### config.mk
export PLATFORM = sky130hd
export DESIGN_NAME = core_top
export DESIGN_NICKNAME = d
export VERILOG_FILES = /design/src/core_pkg.sv /design/src/inst_fetch.sv /design/src/inst_decode.sv /design/src/alu_execute.sv /design/src/reg_writeback.sv /design/src/core_top.sv
export VERILOG_INCLUDE_DIRS = /design/src
export SDC_FILE = /design/constraint.sdc
export NUM_CORES = 2
export LEC_CHECK = 0
export ABC_AREA = 1
export BUFFER_PORTS_ARGS = -buffer_cell sky130_fd_sc_hd__clkbuf_2
export CORE_UTILIZATION = 46
export DETAILED_ROUTE_END_ITERATION = 6
export PLACE_DENSITY = 0.6
export SKIP_LAST_GASP = 1
export SLEW_MARGIN = 20
export SYNTH_ARGS = -nofsm -noshare
export SYNTH_HDL_FRONTEND = slang
export SYNTH_SLANG_ARGS = --single-unit
### constraint.sdc
create_clock -name clk -period 4.3 [get_ports clk]
set_input_delay 0.86 -clock clk [delete_from_list [all_inputs] [get_ports clk]]
set_output_delay 0.86 -clock clk [all_outputs]
set_load 0.01 [all_outputs]
### src/core_defs.svh
/* Core-wide constants for the RV32I core: reset vector, register count and
   the major opcode values. Include wherever one of these macros is needed. */
`ifndef CORE_DEFS_SVH
`define CORE_DEFS_SVH

// First fetch address after reset
`define CORE_RESET_PC 32'h0000_0000
// Architectural integer registers, x0 included
`define CORE_NUM_REGS 32

// Major opcodes, inst[6:0]
`define CORE_OPC_OP_IMM 7'b0010011
`define CORE_OPC_OP     7'b0110011
`define CORE_OPC_LUI    7'b0110111
`define CORE_OPC_BRANCH 7'b1100011
`define CORE_OPC_JAL    7'b1101111

`endif

### src/core_pkg.sv
/* Shared types of the RV32I core: word and register index vectors, the
   ALU operation code passed from decode to execute, and the fetch FSM states.
   Import with a wildcard in the module header. */

`include "core_defs.svh"

package core_pkg;

  // ------------------------------------------------
  // Vector types
  // ------------------------------------------------

  // Data, address and instruction word
  typedef logic [31:0] word_t;

  // Register file index, sized from the register count
  typedef logic [$clog2(`CORE_NUM_REGS)-1:0] reg_addr_t;

  // ------------------------------------------------
  // Enums
  // ------------------------------------------------

  // Operation selected by decode
  // PASS_B forwards operand b, used for lui
  typedef enum logic [3:0] {
    ADD, SUB, AND, OR, XOR, SLT, PASS_B, BEQ, BNE, JAL, NOP
  } alu_op_t;

  // Fetch FSM, one request per retired instruction
  typedef enum logic [1:0] {
    IDLE, REQ, WAIT_RETIRE
  } fetch_state_t;

endpackage

### src/inst_fetch.sv
/* Instruction fetch: Wishbone classic read master with the pc register.
   Issues one read, captures the word on ack, pulses inst_valid, then waits
   for the retire pulse and its next_pc before fetching again. */

`timescale 1ns/1ps

`include "core_defs.svh"

module inst_fetch import core_pkg::*; (
  input  logic  clk,
  input  logic  arst_n,
  // Wishbone read bus
  input  logic  wb_ack,
  input  word_t wb_rdata,
  output logic  wb_cyc,
  output logic  wb_stb,
  output word_t wb_adr,
  // From result stage
  input  logic  retire,
  input  word_t next_pc,
  // To decode
  output word_t inst,
  output word_t inst_pc,
  output logic  inst_valid
);

  fetch_state_t state;
  word_t        pc;

  // ------------------------------------------------
  // Fetch FSM and pc
  // ------------------------------------------------

  always_ff @(posedge clk or negedge arst_n) begin
    if (!arst_n) begin
      state      <= IDLE;
      pc         <= `CORE_RESET_PC;
      inst_valid <= 1'b0;
    end else begin
      // Single-cycle pulse by default
      inst_valid <= 1'b0;
      case (state)
        IDLE: state <= REQ;
        REQ: begin
          // Hold the request until the slave acks
          if (wb_ack) begin
            state      <= WAIT_RETIRE;
            inst_valid <= 1'b1;
          end
        end
        WAIT_RETIRE: begin
          if (retire) begin
            state <= REQ;
            pc    <= next_pc;
          end
        end
        default: state <= IDLE;
      endcase
    end
  end

  // ------------------------------------------------
  // Instruction register
  // ------------------------------------------------

  // Captured on the ack edge, valid with inst_valid
  always_ff @(posedge clk) begin
    if (state == REQ && wb_ack) begin
      inst    <= wb_rdata;
      inst_pc <= pc;
    end
  end

  // cyc and stb rise and fall together, adr is the held pc
  assign wb_cyc = (state == REQ);
  assign wb_stb = (state == REQ);
  assign wb_adr = pc;

endmodule

### src/inst_decode.sv
/* Combinational decode of one RV32I instruction into an ALU operation,
   destination, immediate and operands. Register reads go out as rs1/rs2
   and the data comes back from the register file in the same cycle. */

`timescale 1ns/1ps

`include "core_defs.svh"

module inst_decode import core_pkg::*; (
  input  word_t     inst,
  input  word_t     inst_pc,
  input  logic      inst_valid,
  // Register file read ports
  input  word_t     rs1_data,
  input  word_t     rs2_data,
  output reg_addr_t rs1,
  output reg_addr_t rs2,
  // To execute
  output alu_op_t   op,
  output reg_addr_t rd,
  output word_t     opnd_a,
  output word_t     opnd_b,
  output word_t     imm,
  output word_t     pc,
  output logic      dec_valid
);

  logic [6:0] opcode;
  logic [2:0] funct3;
  logic [6:0] funct7;
  word_t      imm_i;
  word_t      imm_u;
  word_t      imm_b;
  word_t      imm_j;
  logic       use_rs2;

  // ------------------------------------------------
  // Fields and immediates
  // ------------------------------------------------

  assign opcode = inst[6:0];
  assign funct3 = inst[14:12];
  assign funct7 = inst[31:25];

  // All immediates sign-extend from inst[31]
  assign imm_i = {{20{inst[31]}}, inst[31:20]};
  assign imm_u = {inst[31:12], 12'b0};
  assign imm_b = {{19{inst[31]}}, inst[31], inst[7], inst[30:25], inst[11:8], 1'b0};
  assign imm_j = {{11{inst[31]}}, inst[31], inst[19:12], inst[20], inst[30:21], 1'b0};

  // ------------------------------------------------
  // Operation select
  // ------------------------------------------------

  always_comb begin
    op      = NOP;
    imm     = imm_i;
    use_rs2 = 1'b0;
    case (opcode)
      `CORE_OPC_OP_IMM: begin
        // sltiu and shifts fall through as NOP
        case (funct3)
          3'b000:  op = ADD;
          3'b010:  op = SLT;
          3'b100:  op = XOR;
          3'b110:  op = OR;
          3'b111:  op = AND;
          default: op = NOP;
        endcase
      end
      `CORE_OPC_OP: begin
        use_rs2 = 1'b1;
        if (funct7 == 7'b0100000 && funct3 == 3'b000) begin
          op = SUB;
        end else if (funct7 == 7'b0000000) begin
          case (funct3)
            3'b000:  op = ADD;
            3'b010:  op = SLT;
            3'b100:  op = XOR;
            3'b110:  op = OR;
            3'b111:  op = AND;
            default: op = NOP;
          endcase
        end
      end
      `CORE_OPC_LUI: begin
        op  = PASS_B;
        imm = imm_u;
      end
      `CORE_OPC_BRANCH: begin
        // Compare rs1 with rs2, target from the B immediate
        use_rs2 = 1'b1;
        imm     = imm_b;
        if (funct3 == 3'b000) op = BEQ;
        else if (funct3 == 3'b001) op = BNE;
      end
      `CORE_OPC_JAL: begin
        op  = JAL;
        imm = imm_j;
      end
      default: op = NOP;
    endcase
  end

  // No destination for branches and unknown encodings
  assign rd = (op == NOP || op == BEQ || op == BNE) ? '0 : inst[11:7];

  assign rs1       = inst[19:15];
  assign rs2       = inst[24:20];
  assign opnd_a    = rs1_data;
  assign opnd_b    = use_rs2 ? rs2_data : imm;
  assign pc        = inst_pc;
  assign dec_valid = inst_valid;

endmodule

### src/alu_execute.sv
/* Execute stage: ALU result, branch decision and next pc, registered when
   decode presents a valid instruction. ex_valid is a one-cycle pulse that
   follows dec_valid by one clock. */

`timescale 1ns/1ps

module alu_execute import core_pkg::*; (
  input  logic      clk,
  input  logic      arst_n,
  input  alu_op_t   op,
  input  reg_addr_t rd,
  input  word_t     opnd_a,
  input  word_t     opnd_b,
  input  word_t     imm,
  input  word_t     pc,
  input  logic      dec_valid,
  output logic      ex_valid,
  output word_t     ex_pc,
  output word_t     ex_result,
  output word_t     ex_next_pc,
  output reg_addr_t ex_rd,
  output logic      ex_wen
);

  word_t pc_plus4;
  word_t alu_result;
  word_t next_pc_d;
  logic  taken;
  logic  writes;

  // ------------------------------------------------
  // ALU and branch unit
  // ------------------------------------------------

  assign pc_plus4 = pc + 32'd4;

  always_comb begin
    alu_result = '0;
    writes     = 1'b1;
    case (op)
      ADD:    alu_result = opnd_a + opnd_b;
      SUB:    alu_result = opnd_a - opnd_b;
      AND:    alu_result = opnd_a & opnd_b;
      OR:     alu_result = opnd_a | opnd_b;
      XOR:    alu_result = opnd_a ^ opnd_b;
      // Signed compare
      SLT:    alu_result[0] = ($signed(opnd_a) < $signed(opnd_b));
      PASS_B: alu_result = opnd_b;
      // Link address
      JAL:    alu_result = pc_plus4;
      default: writes = 1'b0;
    endcase
  end

  // jal always jumps, branches on compare
  assign taken = (op == JAL) ||
                 (op == BEQ && opnd_a == opnd_b) ||
                 (op == BNE && opnd_a != opnd_b);
  assign next_pc_d = taken ? (pc + imm) : pc_plus4;

  // ------------------------------------------------
  // Execute register
  // ------------------------------------------------

  always_ff @(posedge clk or negedge arst_n) begin
    if (!arst_n) ex_valid <= 1'b0;
    else         ex_valid <= dec_valid;
  end

  always_ff @(posedge clk) begin
    if (dec_valid) begin
      ex_pc      <= pc;
      ex_rd      <= rd;
      ex_result  <= alu_result;
      ex_next_pc <= next_pc_d;
      // x0 is never a write target
      ex_wen     <= writes && (rd != '0);
    end
  end

endmodule

### src/reg_writeback.sv
/* Result stage: owns the register file, writes the executed result, drives
   the registered trace port and returns retire plus next_pc to fetch.
   Read ports are combinational and x0 always reads as zero. */

`timescale 1ns/1ps

module reg_writeback import core_pkg::*; (
  input  logic      clk,
  input  logic      arst_n,
  // From execute
  input  logic      ex_valid,
  input  logic      ex_wen,
  input  word_t     ex_pc,
  input  word_t     ex_result,
  input  word_t     ex_next_pc,
  input  reg_addr_t ex_rd,
  // Decode read ports
  input  reg_addr_t rs1,
  input  reg_addr_t rs2,
  output word_t     rs1_data,
  output word_t     rs2_data,
  // Back to fetch
  output logic      retire,
  output word_t     next_pc,
  // Trace port
  output logic      trace_val,
  output logic      trace_wen,
  output word_t     trace_pc,
  output word_t     trace_wdata,
  output reg_addr_t trace_waddr
);

  localparam int NUM_REGS = 2 ** $bits(reg_addr_t);

  word_t regs [NUM_REGS];
  logic  wr_en;

  // ------------------------------------------------
  // Register file
  // ------------------------------------------------

  // Execute already clears wen for x0
  assign wr_en = ex_valid && ex_wen;

  always_ff @(posedge clk or negedge arst_n) begin
    if (!arst_n) begin
      for (int i = 0; i < NUM_REGS; i++) begin
        regs[i] <= '0;
      end
    end else if (wr_en) begin
      regs[ex_rd] <= ex_result;
    end
  end

  assign rs1_data = (rs1 == '0) ? '0 : regs[rs1];
  assign rs2_data = (rs2 == '0) ? '0 : regs[rs2];

  // ------------------------------------------------
  // Trace and retire
  // ------------------------------------------------

  always_ff @(posedge clk or negedge arst_n) begin
    if (!arst_n) begin
      trace_val <= 1'b0;
      trace_wen <= 1'b0;
      retire    <= 1'b0;
    end else begin
      trace_val <= ex_valid;
      trace_wen <= wr_en;
      retire    <= ex_valid;
    end
  end

  // Address and data read as zero when nothing is written
  always_ff @(posedge clk) begin
    if (ex_valid) begin
      trace_pc    <= ex_pc;
      trace_waddr <= wr_en ? ex_rd : '0;
      trace_wdata <= wr_en ? ex_result : '0;
      next_pc     <= ex_next_pc;
    end
  end

endmodule

### src/core_top.sv
/* Top of the RV32I core: fetch, decode, execute and result stages with
   one instruction in flight. Exposes the Wishbone read bus and the
   retirement trace port. */

`timescale 1ns/1ps

module core_top import core_pkg::*; (
  input  logic      clk,
  input  logic      arst_n,
  // Wishbone classic read bus
  output logic      wb_cyc,
  output logic      wb_stb,
  output word_t     wb_adr,
  input  word_t     wb_rdata,
  input  logic      wb_ack,
  // Retirement trace
  output logic      trace_val,
  output word_t     trace_pc,
  output reg_addr_t trace_waddr,
  output word_t     trace_wdata,
  output logic      trace_wen
);

  // ------------------------------------------------
  // Stage to stage wires
  // ------------------------------------------------

  // Fetch to decode
  word_t     inst;
  word_t     inst_pc;
  logic      inst_valid;
  // Decode and register file
  reg_addr_t rs1;
  reg_addr_t rs2;
  word_t     rs1_data;
  word_t     rs2_data;
  // Decode to execute
  alu_op_t   op;
  reg_addr_t rd;
  word_t     opnd_a;
  word_t     opnd_b;
  word_t     imm;
  word_t     dec_pc;
  logic      dec_valid;
  // Execute to result
  logic      ex_valid;
  logic      ex_wen;
  word_t     ex_pc;
  word_t     ex_result;
  word_t     ex_next_pc;
  reg_addr_t ex_rd;
  // Result to fetch
  logic      retire;
  word_t     next_pc;

  // ------------------------------------------------
  // Stages
  // ------------------------------------------------

  inst_fetch u_fetch (
    .clk        (clk),
    .arst_n     (arst_n),
    .wb_ack     (wb_ack),
    .wb_rdata   (wb_rdata),
    .wb_cyc     (wb_cyc),
    .wb_stb     (wb_stb),
    .wb_adr     (wb_adr),
    .retire     (retire),
    .next_pc    (next_pc),
    .inst       (inst),
    .inst_pc    (inst_pc),
    .inst_valid (inst_valid)
  );

  inst_decode u_decode (
    .inst       (inst),
    .inst_pc    (inst_pc),
    .inst_valid (inst_valid),
    .rs1_data   (rs1_data),
    .rs2_data   (rs2_data),
    .rs1        (rs1),
    .rs2        (rs2),
    .op         (op),
    .rd         (rd),
    .opnd_a     (opnd_a),
    .opnd_b     (opnd_b),
    .imm        (imm),
    .pc         (dec_pc),
    .dec_valid  (dec_valid)
  );

  alu_execute u_execute (
    .clk        (clk),
    .arst_n     (arst_n),
    .op         (op),
    .rd         (rd),
    .opnd_a     (opnd_a),
    .opnd_b     (opnd_b),
    .imm        (imm),
    .pc         (dec_pc),
    .dec_valid  (dec_valid),
    .ex_valid   (ex_valid),
    .ex_pc      (ex_pc),
    .ex_result  (ex_result),
    .ex_next_pc (ex_next_pc),
    .ex_rd      (ex_rd),
    .ex_wen     (ex_wen)
  );

  reg_writeback u_writeback (
    .clk         (clk),
    .arst_n      (arst_n),
    .ex_valid    (ex_valid),
    .ex_wen      (ex_wen),
    .ex_pc       (ex_pc),
    .ex_result   (ex_result),
    .ex_next_pc  (ex_next_pc),
    .ex_rd       (ex_rd),
    .rs1         (rs1),
    .rs2         (rs2),
    .rs1_data    (rs1_data),
    .rs2_data    (rs2_data),
    .retire      (retire),
    .next_pc     (next_pc),
    .trace_val   (trace_val),
    .trace_wen   (trace_wen),
    .trace_pc    (trace_pc),
    .trace_wdata (trace_wdata),
    .trace_waddr (trace_waddr)
  );

endmodule

; Yosys cells after proc, flatten, opt, wreduce, memory -nomap -nowiden
; Cells that the tools add are included.
[word_totals]
ff_bits = 1329
inputBits = 35
word_cells = 143
output_inout_bits = 105
[op_classes]
n_mux = 30
reduce_logical = 22
n_addsub = 4
bitwise = 6
order_cmp = 5
eq_ne = 27
[op_table]
columns = op, n
row1 = $bwmux W1024, 1
row2 = $bmux W32 S5, 2
row3 = $mux W32, 9
row4 = $pmux W31 S7, 1
row5 = $demux W32 S5, 1
row6 = $pmux W31 S3, 1
row7 = $add A32 B32 Y32, 2
row8 = $pmux W4 S5, 2
row9 = $add A32 B3 Y32 const B, 1
row10 = $and A32 B32 Y32, 1
row11 = $eq A32 B32 Y1, 1
row12 = $lt A32 B32 Y1, 1
row13 = $ne A32 B32 Y1, 1
row14 = $or A32 B32 Y32, 1
row15 = $sub A32 B32 Y32, 1
row16 = $xor A32 B32 Y32, 1
row17 = $eq A7 B6 Y1 const B, 3
row18 = $ge A6 B6 Y1 const B, 3
row19 = $not A5 Y6, 3
row20 = $eq A4 B3 Y1 const B, 4
row21 = $eq A7 B7 Y1 const B, 2
row22 = $eq A4 B4 Y1 const B, 3
row23 = $mux W4, 3
row24 = $logic_not A5 Y1, 2
row25 = 25 further kinds, 44

; Depth between registers and ports, before layout
[depth]
depth_word = 11
mapped_depth = 29
ltp_nobuf = 28

; By module
; From an unflattened synthesis, not the netlist that was laid out.
[hier_totals]
cells_unflattened = 11198
area_unflattened_um2 = 78236.3
[by_module_without_submodules]
columns = mod, area_each_um2, n_inst, cells_per_inst, seq_area_each_um2
row1 = reg_writeback, 59995.0, 1, 8502, 28707.5
row2 = alu_execute, 13172.6, 1, 2149, 3088.0
row3 = inst_fetch, 3388.2, 1, 223, 2797.7
row4 = inst_decode, 1680.4, 1, 324, 0.0

; Least setup slack after synthesis
; OpenSTA, ideal clock, no wires.
[synth_timing]
path_type = reg2reg
startpoint = register u_execute.ex_valid
endpoint = register u_writeback.regs[291] in the netlist's numbering
arrival_ps = 4166
path_slack_ps = 1
n_path_buf = 1
period_less_slack_ps = 4299
t_required_ps = 4167
stages_incl_launch_ff = 7
setup_ps = 133
path_cell_list = dfrtp_1 > nand2_1 > nor3_2 > nand2_2 > clkbuf_1 > nand2_1 > o21ai_0
[synth_between]
elab_chain_cells = 1
[synth_lines]
columns = element, line_no
row1 = start: declaration, alu_execute.sv:17  ; output logic ex_valid,
row2 = start signal: assignment, alu_execute.sv:67  ; else ex_valid <= dec_valid;
row3 = $logic_and A1 B1 Y1, reg_writeback.sv:43  ; assign wr_en = ex_valid && ex_wen;
row4 = end signal: indexed assignment, reg_writeback.sv:51  ; regs[ex_rd] <= ex_result;
row5 = end: declaration, reg_writeback.sv:35  ; word_t regs [NUM_REGS];
; Every way passes these cells.
; A chain may end at the register's enable or synchronous reset.

; Worst setup path after layout
[layout_timing]
startpoint = register u_fetch.inst[15]
endpoint = register u_execute.ex_result[0], data pin
[layout_between]
elab_chain_cells = 7
word_cells_on_any_way = 15
cone_classes = 2 x add/sub / 1 x order compare / 7 x mux / 4 x bitwise / 1 x reduce/logical
[layout_lines]
columns = element, line_no
row1 = start: declaration, inst_fetch.sv:22  ; output word_t inst,
row2 = start signal: assignment, inst_fetch.sv:69  ; inst <= wb_rdata;
row3 = $not A5 Y6 (implied by the code), reg_writeback.sv:55  ; assign rs1_data = (rs1 == '0) ? '0 : regs[rs1];
row4 = $bmux W32 S5, reg_writeback.sv:55
row5 = $mux W32 (implied by the code) (2 in a row), reg_writeback.sv:55
row6 = $mux W32, reg_writeback.sv:55
row7 = "$sub A32 B32 Y32, or another cell as far along", alu_execute.sv:42  ; SUB: alu_result = opnd_a - opnd_b;
row8 = $pmux W1 S8 *, alu_execute.sv:40  ; case (op)
row9 = end signal: assignment, alu_execute.sv:74  ; ex_result <= alu_result;
row10 = end: declaration, alu_execute.sv:19  ; output word_t ex_result,
; Every way passes the cells marked *; elsewhere a longest branch is shown, timed or not. The select of a mux whose other input is x is not followed.

==> metrics.txt <==
status=finished, violations left; violated checks=DRC; sequential fraction of the synthesis area=46.13%; max-cap violations=0; DRC=35; most used cell, CP=nand2_1; top cell type by total area after synthesis=dfrtp_1; Post-synth EDFFs=267; Comb power frac=41.0%; IO buf count=139; Final Max Slew Viols=0; DRT Pass-1 Iters=7; # clock sinks=1,329; Synth-to-Final Area Change=20.38%; CP Max Fanout=12; minimum hold slack=219.7 ps; Worst Hold Endpoint=u_fetch.inst[30]; fin crit share=98.02%; Clock Pin Slew Worst Setup and Hold Paths=60 ps; most frequent cells in the layout=o21ai_0 (2,190), nand2_1 (1,938), nor2_1 (1,186), dfrtp_1 (1,060), buf_4 (701); delay-heaviest family, CP=simple AND/OR/NAND/NOR gates; cell count after synthesis=9,870; fraction of registers with async set/reset=79.91%; antenna violations before repair=6; P_leak=40.38 nW; initial core utilization=46.55%; Reg2Reg Depth=26; Post-Syn Area=74,990 um2; internal power=0.03218 W; syn avg cell area=7.598 um2; Max VDD drop=0.4580 mV; R2R setup slack=90 ps; net switching power=0.02176 W; Critical Path Sink Type=flop; CP Launch Type=flop; syn nets=10,040; total wire length=347,600 um; Clock Power Share=25.3%; CP Class=reg -> reg; P per Cell Area=597.5 nW/um2; RSZ-0062 raised after global routing=yes; final net count=10,430; die height=405.8 um; dpl hpwl=229,800 um; Num CTS Buffers=150; first-pass GRT wire length=493,800 um; Fmax=237.3 MHz; Register Area=34,600 um2; Post-Layout Inst Area=90,280 um2; total global routing overflow=0; full die area=164,600 um2; arrival time worst endpoint=4780 ps; Bufs and invs on worst path=8; clock insertion delay at the later pin of the skew report=820 ps; largest net degree at the start of global routing=89; Fin Clk Skew=33.79 ps; die width=405.8 um; Top FF cell, synth=dfrtp_1; routability cong.=1.059; Crit path required time=4870 ps; Net Sw Frac=40.34%; Flop pwr share=33.8%; Yosys reg bits=1,329; fin cells=12,550; CP peak stage delay=440 ps; ANT nets after route=0; Root Buffer Master=clkbuf_16; DRT iter0 DRCs=12,020; I/O pins=140; setup slack after layout=85.22 ps; worst reg2reg path endpoint=u_execute.ex_result[0]; # rows=147; Total Power=0.05394 W; top post-synthesis cells by area=dfrtp_1 (35%), o21ai_0 (15%), edfxtp_1 (11%), nand2_1 (9.9%), nor2_1 (6.1%); Worst Max-Slew Pin Slew=1166 ps; slowest CP cell=edfxtp_1; CTS tree=yes; drt wl/cell=27.71 um; Setup Viol. Count Final=0; DP Area=83,580 um2; worst hold stages=1; share of cells above drive strength 1=14.95%; Setup WS pre-CTS=-257.6 ps; # H-tree levels=4; fin crit period=4215 ps; total number of vias=77,720; Cells after DPL=12,240; synth warn=0; core box area=161,100 um2; commonest non-fill, non-tap cell in the layout=o21ai_0; Final Hold Viols=0; post-synth top area share=35.44%; GRT Overall Usage=40.86%; Cell variety after synth=51; fill count=15,190; number of global-route vias before repair=71,510; hold path startpoint=wb_rdata[30]; FF-to-FF Start=u_fetch.inst[15]; Multi-input gate area=36,030 um2; Worst Hold Class=in -> reg; Vias per Instance=6.194; WP depth=26; relative slew slack=22.15%; CTS max path bufs=3
power by group through the flow:
stage          Combinational [W]  Sequential [W]  Clock (W)
2_1_floorplan             0.0111          0.0178          0
3_3_place_gp              0.0203          0.0182          0
3_5_place_dp              0.0205          0.0183          0
4_1_cts                   0.0206          0.0181     0.0137
5_1_grt                   0.0238          0.0185     0.0142
6_report                  0.0221          0.0182     0.0136
repair_timing:
action                                  CTS  global route
endpoints found under the setup margin   49            58
resized for setup                        18           240
hold buffers                              0             1
setup buffers                             1            17
pin swaps                                 0            29
gates cloned                              0            15
hold endpoints to repair                  0            15
metal layers:
layer	GRT usage, %	wire [um]
met1	56.29	139600
met2	59.16	144500
met3	9.958	42090
met4	21.61	21460
met5	0	0
worst max path at each step:
stage | slack (ps) | start | to
after CTS | 8 | u_fetch.inst[15] | u_execute.ex_result[0]
after detailed placement | -260 | u_fetch.inst[15] | u_execute.ex_result[0]
after global routing | -80 | u_fetch.inst[20] | u_execute.ex_result[18]
final | 90 | u_fetch.inst[15] | u_execute.ex_result[0]
after global placement | -230 | u_fetch.inst[15] | u_execute.ex_result[0]
after floorplan | 0.7 | u_execute.ex_valid | u_writeback.regs[291]
cell usage after synthesis, drive strengths merged, types with 5 or more instances:
library cell     n
o22ai          112
o21ai         2274
o221ai         154
edfxtp         267
nor4             5
nor3            51
a21oi          409
clkbuf         579
o21bai           9
a21o             6
nand4           34
buf            202
inv            537
and3             5
mux2            32
a31oi            7
dfrtp         1062
nand3b          39
o211ai         160
xnor2            7
nand3          464
nor2          1237
a2bb2oi         10
ha             128
nand2         2012
xor2            49
layout make-up:
cell class              count  area share, %
clock inverters            61         0.7997
repair buffers           1022          10.73
flip-flops and latches   1329          38.33
multi-input cells        7222          39.91
well taps                2160          2.994
clock buffers             212          4.870
diodes                      2       0.005544
inverters                 538          2.348
repair inverters            1        0.01247
kinds of logic (layout without fill, tap and decap cells):
logic type      after synthesis  after routing  share of synthesized area (%)
simple gates               3856           3856                          20.81
compound gates             3147           3147                          22.67
flops                      1329           1329                          46.13
buf+inv                    1319           1834                          7.044
fa+ha+maj                   131            131                          2.216
xor+xnor                     56             56                         0.6540
mux                          32             32                         0.4805
other cells                   0              2                              0
state kept, by name, indices dropped and copies added (netlist names), 5 cells and up:
| name | cells |
|---|---|
| u_writeback.regs | 1024 |
| u_execute.ex_next_pc | 32 |
| u_execute.ex_pc | 32 |
| u_execute.ex_result | 32 |
| u_fetch.inst | 32 |
| u_fetch.inst_pc | 32 |
| u_fetch.wb_adr | 32 |
| u_writeback.next_pc | 32 |
| u_writeback.trace_pc | 32 |
| u_writeback.trace_wdata | 32 |
| u_execute.ex_rd | 5 |
| u_writeback.trace_waddr | 5 |
per-stage QoR:
stage               utilization, %  TNS, ps
floorplan                        -        0
global placement             51.88    -5936
detailed placement           51.88    -5568
CTS                          55.10        0
global route                 56.03   -875.4
finish                       56.03        0
(Power assumes the default switching activity.)
